[config.mk]
export PLATFORM = sky130hd
export DESIGN_NAME = frame_collector
export DESIGN_NICKNAME = d
export VERILOG_FILES = /design/src/source/fas_num_pkg.sv /design/src/source/fas_frame_pkg.sv /design/src/source/frame_collector.sv
export SDC_FILE = /design/constraint.sdc
export NUM_CORES = 1
export LEC_CHECK = 0
export BUFFER_PORTS_ARGS = -buffer_cell sky130_fd_sc_hd__buf_2
export CAP_MARGIN = 25
export CORE_MARGIN = 3
export CORE_UTILIZATION = 40
export CTS_CLUSTER_SIZE = 40
export DETAILED_ROUTE_END_ITERATION = 8
export HOLD_SLACK_MARGIN = 0.02
export MAX_ROUTING_LAYER = met4
export PLACE_DENSITY = 0.7
export SYNTH_ARGS = -nofsm -noshare
export SYNTH_HDL_FRONTEND = slang
export SYNTH_SLANG_ARGS = --single-unit
[constraint.sdc]
create_clock -name clk -period 18.8 [get_ports clk]
set_clock_uncertainty 0.2 [all_clocks]
set_input_delay 3.76 -clock clk [delete_from_list [all_inputs] [get_ports clk]]
set_output_delay 3.76 -clock clk [all_outputs]
set_load 0.03 [all_outputs]
[src/source/fas_num_pkg.sv]
/*
  Number formats for the spectral peak detector.
  Internal parts carry 21 bits, enough for four butterfly layers on 16-bit input.
  Twiddles are Q16 and cover only the first half circle (k = 0..7 of 16).
*/
`default_nettype none

package fas_num_pkg;

  localparam int sample_width      = 16;
  localparam int acc_width         = 21;  // 16 + 4 stages + 1 margin
  localparam int twiddle_width     = 18;
  localparam int twiddle_frac_bits = 16;

  localparam int sample_max = 2 ** (sample_width - 1) - 1;
  localparam int sample_min = -(2 ** (sample_width - 1));

  typedef logic signed [sample_width-1:0] sample_t;

  typedef struct packed {
    logic signed [acc_width-1:0] re;
    logic signed [acc_width-1:0] im;
  } acc_cplx_t;

  typedef logic [2*sample_width-1:0] bin_t;   // {re, im}, 16 bits each
  typedef logic [2*sample_width:0]   mag_t;   // re^2 + im^2 never exceeds 2^31

  //////////////////////////////
  // Twiddles W16^k = cos - j*sin
  //////////////////////////////
  localparam logic signed [twiddle_width-1:0] w_real [0:7] = '{
    18'sd65536, 18'sd60547, 18'sd46340, 18'sd25079,
    18'sd0, -18'sd25079, -18'sd46340, -18'sd60547
  };

  localparam logic signed [twiddle_width-1:0] w_imag [0:7] = '{
    18'sd0, -18'sd25079, -18'sd46340, -18'sd60547,
    -18'sd65536, -18'sd60547, -18'sd46340, -18'sd25079
  };

endpackage

`default_nettype wire

[src/source/fas_frame_pkg.sv]
/*
  Frame geometry. Frames are a fixed 16 points, radix 2, four layers.
*/
`default_nettype none

package fas_frame_pkg;

  localparam int frame_len  = 16;
  localparam int log2_frame = 4;

  typedef logic [log2_frame-1:0] bin_idx_t;

  // DIF output lands in bit-reversed order
  function automatic bin_idx_t bit_reverse(input bin_idx_t idx);
    bin_idx_t rev;
    for (int b = 0; b < log2_frame; b++) begin
      rev[b] = idx[log2_frame-1-b];
    end
    return rev;
  endfunction

endpackage

`default_nettype wire

[src/source/frame_collector.sv]
/*
  Serial to parallel buffer. Counts valid samples modulo 16 from reset.
  There is no frame alignment input. frame updates only with frame_valid.
*/
`timescale 1ns/1ps
`default_nettype none

module frame_collector (
  input  logic                 clk,
  input  logic                 rst,
  input  logic                 sample_valid,
  input  fas_num_pkg::sample_t sample,
  output logic                 frame_valid,
  output fas_num_pkg::sample_t frame [fas_frame_pkg::frame_len]
);

  import fas_num_pkg::*;
  import fas_frame_pkg::*;

  bin_idx_t wr_cnt;                       // Next slot to write
  logic     last_slot;
  sample_t  fill [frame_len-1];           // First 15 samples of the frame being built

  assign last_slot = (wr_cnt == bin_idx_t'(frame_len - 1));

  always_ff @(posedge clk or posedge rst) begin
    if (rst) begin
      wr_cnt      <= '0;
      frame_valid <= 1'b0;
    end else begin
      frame_valid <= sample_valid && last_slot;
      if (sample_valid) begin
        wr_cnt <= wr_cnt + 1'b1;          // Wraps after slot 15
      end
    end
  end

  // Output frame is loaded in one step so it stays stable while the next fills
  always_ff @(posedge clk) begin
    if (sample_valid) begin
      if (last_slot) begin
        for (int i = 0; i < frame_len - 1; i++) begin
          frame[i] <= fill[i];
        end
        frame[frame_len-1] <= sample;
      end else begin
        fill[wr_cnt] <= sample;
      end
    end
  end

endmodule

`default_nettype wire

Yosys cells after proc, flatten, opt, wreduce, memory -nomap -nowiden
Memory sizes are Yosys's and may differ from the RTL's. A register that Yosys moved wholly into a read port is not among the register bits.
Cells that the tools add are included.
Widths: inputs -> output; s select.
{ "word_totals": {"reg_bits": 21, "mem_bits_rw": 240, "wordCells": 11, "n_memories": 1} }
{ "memory_table": {"columns": ["name", "depth", "word_bits", "rd", "rd_clocked_by_memory_dff", "write_ports", "line_no", "source"], "rows": [
  ["fill", 15, 16, 15, 15, 1, "frame_collector.sv:22", "sample_t fill [frame_len-1];"]
]} }
{ "op_classes": {"n_addsub": 1, "n_eq_ne": 1, "n_mux": 3, "reduce_logical": 2} }
{ "ops": {"columns": ["cell", "n"], "rows": [
  ["$add 4x1->4 const B", 1],
  ["$eq 4x4->1 const B", 1],
  ["$mux 1", 3],
  ["$reduce_and 2->1", 1],
  ["$logic_and 1x1->1", 1]
]} }

Depth between registers and ports, before layout
{ "depth": {"depth_word": 4, "ltp_mapped": 4, "ltp_nobuf": 4} }

Least setup slack after synthesis
OpenSTA, ideal clock, no wires.
{ "synth_path": {"path_kind": "in2reg", "from": "input sample_valid", "to": "register frame_valid", "t_arrival_ns": 14.694, "setup_slack_ns": 2.666, "stages": 3, "path_cell_list": "buf_2 -> nand2_1 -> nor2_1"} }
{ "synth_between": {"elab_chain_cells": 1} }
{ "synth_lines": {"columns": ["element", "line_no", "source"], "rows": [
  ["start: declaration", "frame_collector.sv:11", "input logic sample_valid,"],
  ["$logic_and 1x1->1", "frame_collector.sv:31", "frame_valid <= sample_valid && last_slot;"],
  ["end signal: assignment", "frame_collector.sv:31", null],
  ["end: declaration", "frame_collector.sv:13", "output logic frame_valid,"]
]} }
Every way passes these cells.
A chain may end at the register's enable or synchronous reset.

Worst setup path in the final report
{ "layout_path": {"from": "input sample_valid", "to": "register frame[202] (netlist bit), read port of fill (enable)"} }
{ "layout_between": {"elab_chain_cells": 1} }
{ "layout_lines": {"columns": ["element", "line_no", "source"], "rows": [
  ["$reduce_and 2->1 (no line)", null, null],
  ["end: declaration", "frame_collector.sv:14", "output fas_num_pkg::sample_t frame [fas_frame_pkg::frame_len]"]
]} }
Every way passes these cells.

==> impl_metrics.env <==
export IMPL_crit_type="input pin to flop"
export IMPL_routed_via_density=4.458
export IMPL_coreArea_um2=37140
export IMPL_status="finished, final reports clean"
export IMPL_clkSlewWorstSetupHoldPaths_ns=0.06
export IMPL_tns_ns=0
export IMPL_root_buffer="clkbuf_16"
export IMPL_vias=6330
export IMPL_tightestPinTransition_ns=0.9866
export IMPL_drc=0
export IMPL_crit_fanout=67
export IMPL_htree_levels=2
export IMPL_io_pins=276
export IMPL_synthFlopType="edfxtp_1"
export IMPL_yosysSeqAreaShare_pct=98.31
export IMPL_clockBufferDepth=3
export IMPL_p_leak_nw=6.621
export IMPL_post_cts_resized=0
export IMPL_period_share_pct=30.43
export IMPL_synth_commonest_cells="edfxtp_1, and2_1, dfrtp_1"
export IMPL_rsz0062_at_grt="no"
export IMPL_synthCells=538
export IMPL_p_per_area_nw_per_um2=130.6
export IMPL_gp_congestion=0.7327
export IMPL_regArea_um2=15020
export IMPL_clock_sinks=501
export IMPL_postLayoutCoreUtil_pct=51.42
export IMPL_synth_nets=561
export IMPL_yosys_warnings=0
export IMPL_slew_headroom_pct=34.23
export IMPL_wire_per_inst_um=20.00
export IMPL_die_h_um=201.4
export IMPL_cts_buffers=49
export IMPL_die_area_um2=40570
export IMPL_async_flop_share_pct=0.9980
export IMPL_start_util_pct=41.14
export IMPL_ys_seq_elements=501
export IMPL_dp_cells=1323
export IMPL_fin_cells=1420
export IMPL_yosysTopAreaCell="edfxtp_1"
export IMPL_dpl_hpwl_um=17410
export IMPL_grt_overflow=0
export IMPL_max_freq_mhz=174.8
export IMPL_cp_end_kind="flop"
export IMPL_finalMaxSlewViolations=0
export IMPL_synth_avg_cell_area_um2=28.40
export IMPL_grt_max_degree=82
export IMPL_worstPathArrival_ns=5.74
export IMPL_port_buffers=275
export IMPL_drt_iter0_drc=339
export IMPL_die_x_um=201.4
export IMPL_final_nets=897
export IMPL_layout_drive_gt1_share_pct=40.87
export IMPL_synth_top_area_share_pct=97.49
export IMPL_synth_edff_count=496
export IMPL_hold_viol_final=0
export IMPL_cts_tree="built"
export IMPL_grt_pass1_vias=6394
export IMPL_fillers=2929
export IMPL_yosys_top_cells_area="edfxtp_1, dfrtp_1, and2_1"
export IMPL_critPathLaunchType="input pin"
export IMPL_routed_wl_um=28390
export IMPL_maxCapViolCount=0
export IMPL_area_growth_pct=25.00
export IMPL_post_cts_buffers=0
export IMPL_antenna_found_initial=1
export IMPL_finalCriticalPeriod_ns=5.722
export IMPL_hold_path_class="flop to flop"
export IMPL_grt_usage_pct=14.25
export IMPL_crit_required_ns=18.82
export IMPL_ys_types=16
export IMPL_multiInputGateArea_um2=264.0
export IMPL_grt_pass1_wl_um=41060
export IMPL_vdd_drop_max_v=0.00008916
export IMPL_clock_insertion_delay_worst_skew_ns=0.56
export IMPL_ctsHoldBuffers=0
export IMPL_yosysMostFrequentCell="edfxtp_1"
export IMPL_setup_viol=0
export IMPL_syn_cell_area_um2=15280
export IMPL_ant_nets=0
export IMPL_rows=70
export IMPL_first_pass_iters=4
## worst paths after layout
| check | startpoint | endpoint | slack, ns | cells past startpoint |
|---|---|---|---|---|
| setup / recovery | sample_valid | frame[202] | 13.08 | 6 |
| hold / removal | fill[13][0] | frame[32] | 0.21 | 0 |
| setup reg to reg | wr_cnt[0] | frame[202] | 15.86 | 6 |
| hold reg to reg | fill[13][0] | frame[32] | 0.21 | 0 |
| max in group asynchronous | rst | wr_cnt[1] | 15.29 | 2 |
| min in group asynchronous | rst | wr_cnt[3] | 2.91 | 2 |
## critical path, cell delays in order
cell and delay [ns]:
buf_2 0.16, nand2_1 0.21, nor2_4 0.16, buf_4 0.65
buf_4 0.38, buf_16 0.33
## report_power, final
| group | switching, mW | leakage [nW] | internal [mW] | total (mW) |
|---|---|---|---|---|
| Combinational | 0.139 | 1.28 | 0.0366 | 0.176 |
| Sequential | 0.0261 | 4.54 | 1.33 | 1.35 |
| Clock | 0.399 | 0.800 | 0.567 | 0.967 |
| Total | 0.565 | 6.62 | 1.93 | 2.49 |
## layout by cell type (no fill, tap or decap), drive strengths merged
master / count
and4b: 1
xnor2: 2
nor2: 1
edfxtp: 496
o21ai: 1
and2: 11
inv: 7
bufinv: 3
buf: 287
ha: 4
and3b: 1
clkinvlp: 5
clkinv: 18
diode: 1
dfrtp: 5
xor2: 1
clkbuf: 62
nor3b: 5
nand4: 1
nand2: 4
## sequential cells by signal (all words and copies together), names as in the netlist
register     count
wr_cnt           4
fill           240
frame          256
frame_valid      1
## cell type report
type	count	share of cell area, %
antenna	1	0.01310
clock buffer	62	7.266
clock inverter	30	1.356
inverter	3	0.05897
multi-input combinational	32	1.383
sequential	501	78.65
tap	504	3.302
timing repair buffer	287	7.968
## through the flow
stage          setup WS [ns]  power [mW]  area [µm²]  hold WS (ns)
6_report               13.08       2.495       19100        0.2052
5_1_grt                12.91       2.585       19090        0.2043
4_1_cts                12.81       2.527       19010        0.1944
3_5_place_dp           12.19       1.553       17360        0.2045
3_3_place_gp           12.24       1.547       17360        0.2007
2_1_floorplan          2.666       1.489       15280        0.2003
## kinds of logic after synthesis
group	after synthesis	synth area share, %
buf+inv	5	0.1392
flops	501	98.31
compound gates	1	0.03273
fa+ha+maj	4	0.3276
simple gates	24	1.016
xor+xnor	3	0.1720
## layer usage
layer	vias up	track usage, %	part of all wire, %
met3	58	3.899	7.7
met5	-	-	0
met2	259	22.53	48
met1	3156	17.60	41
met4	0	5.781	3.1
li1	2857	-	-
Note: power is estimated with default switching activity, not from simulation.
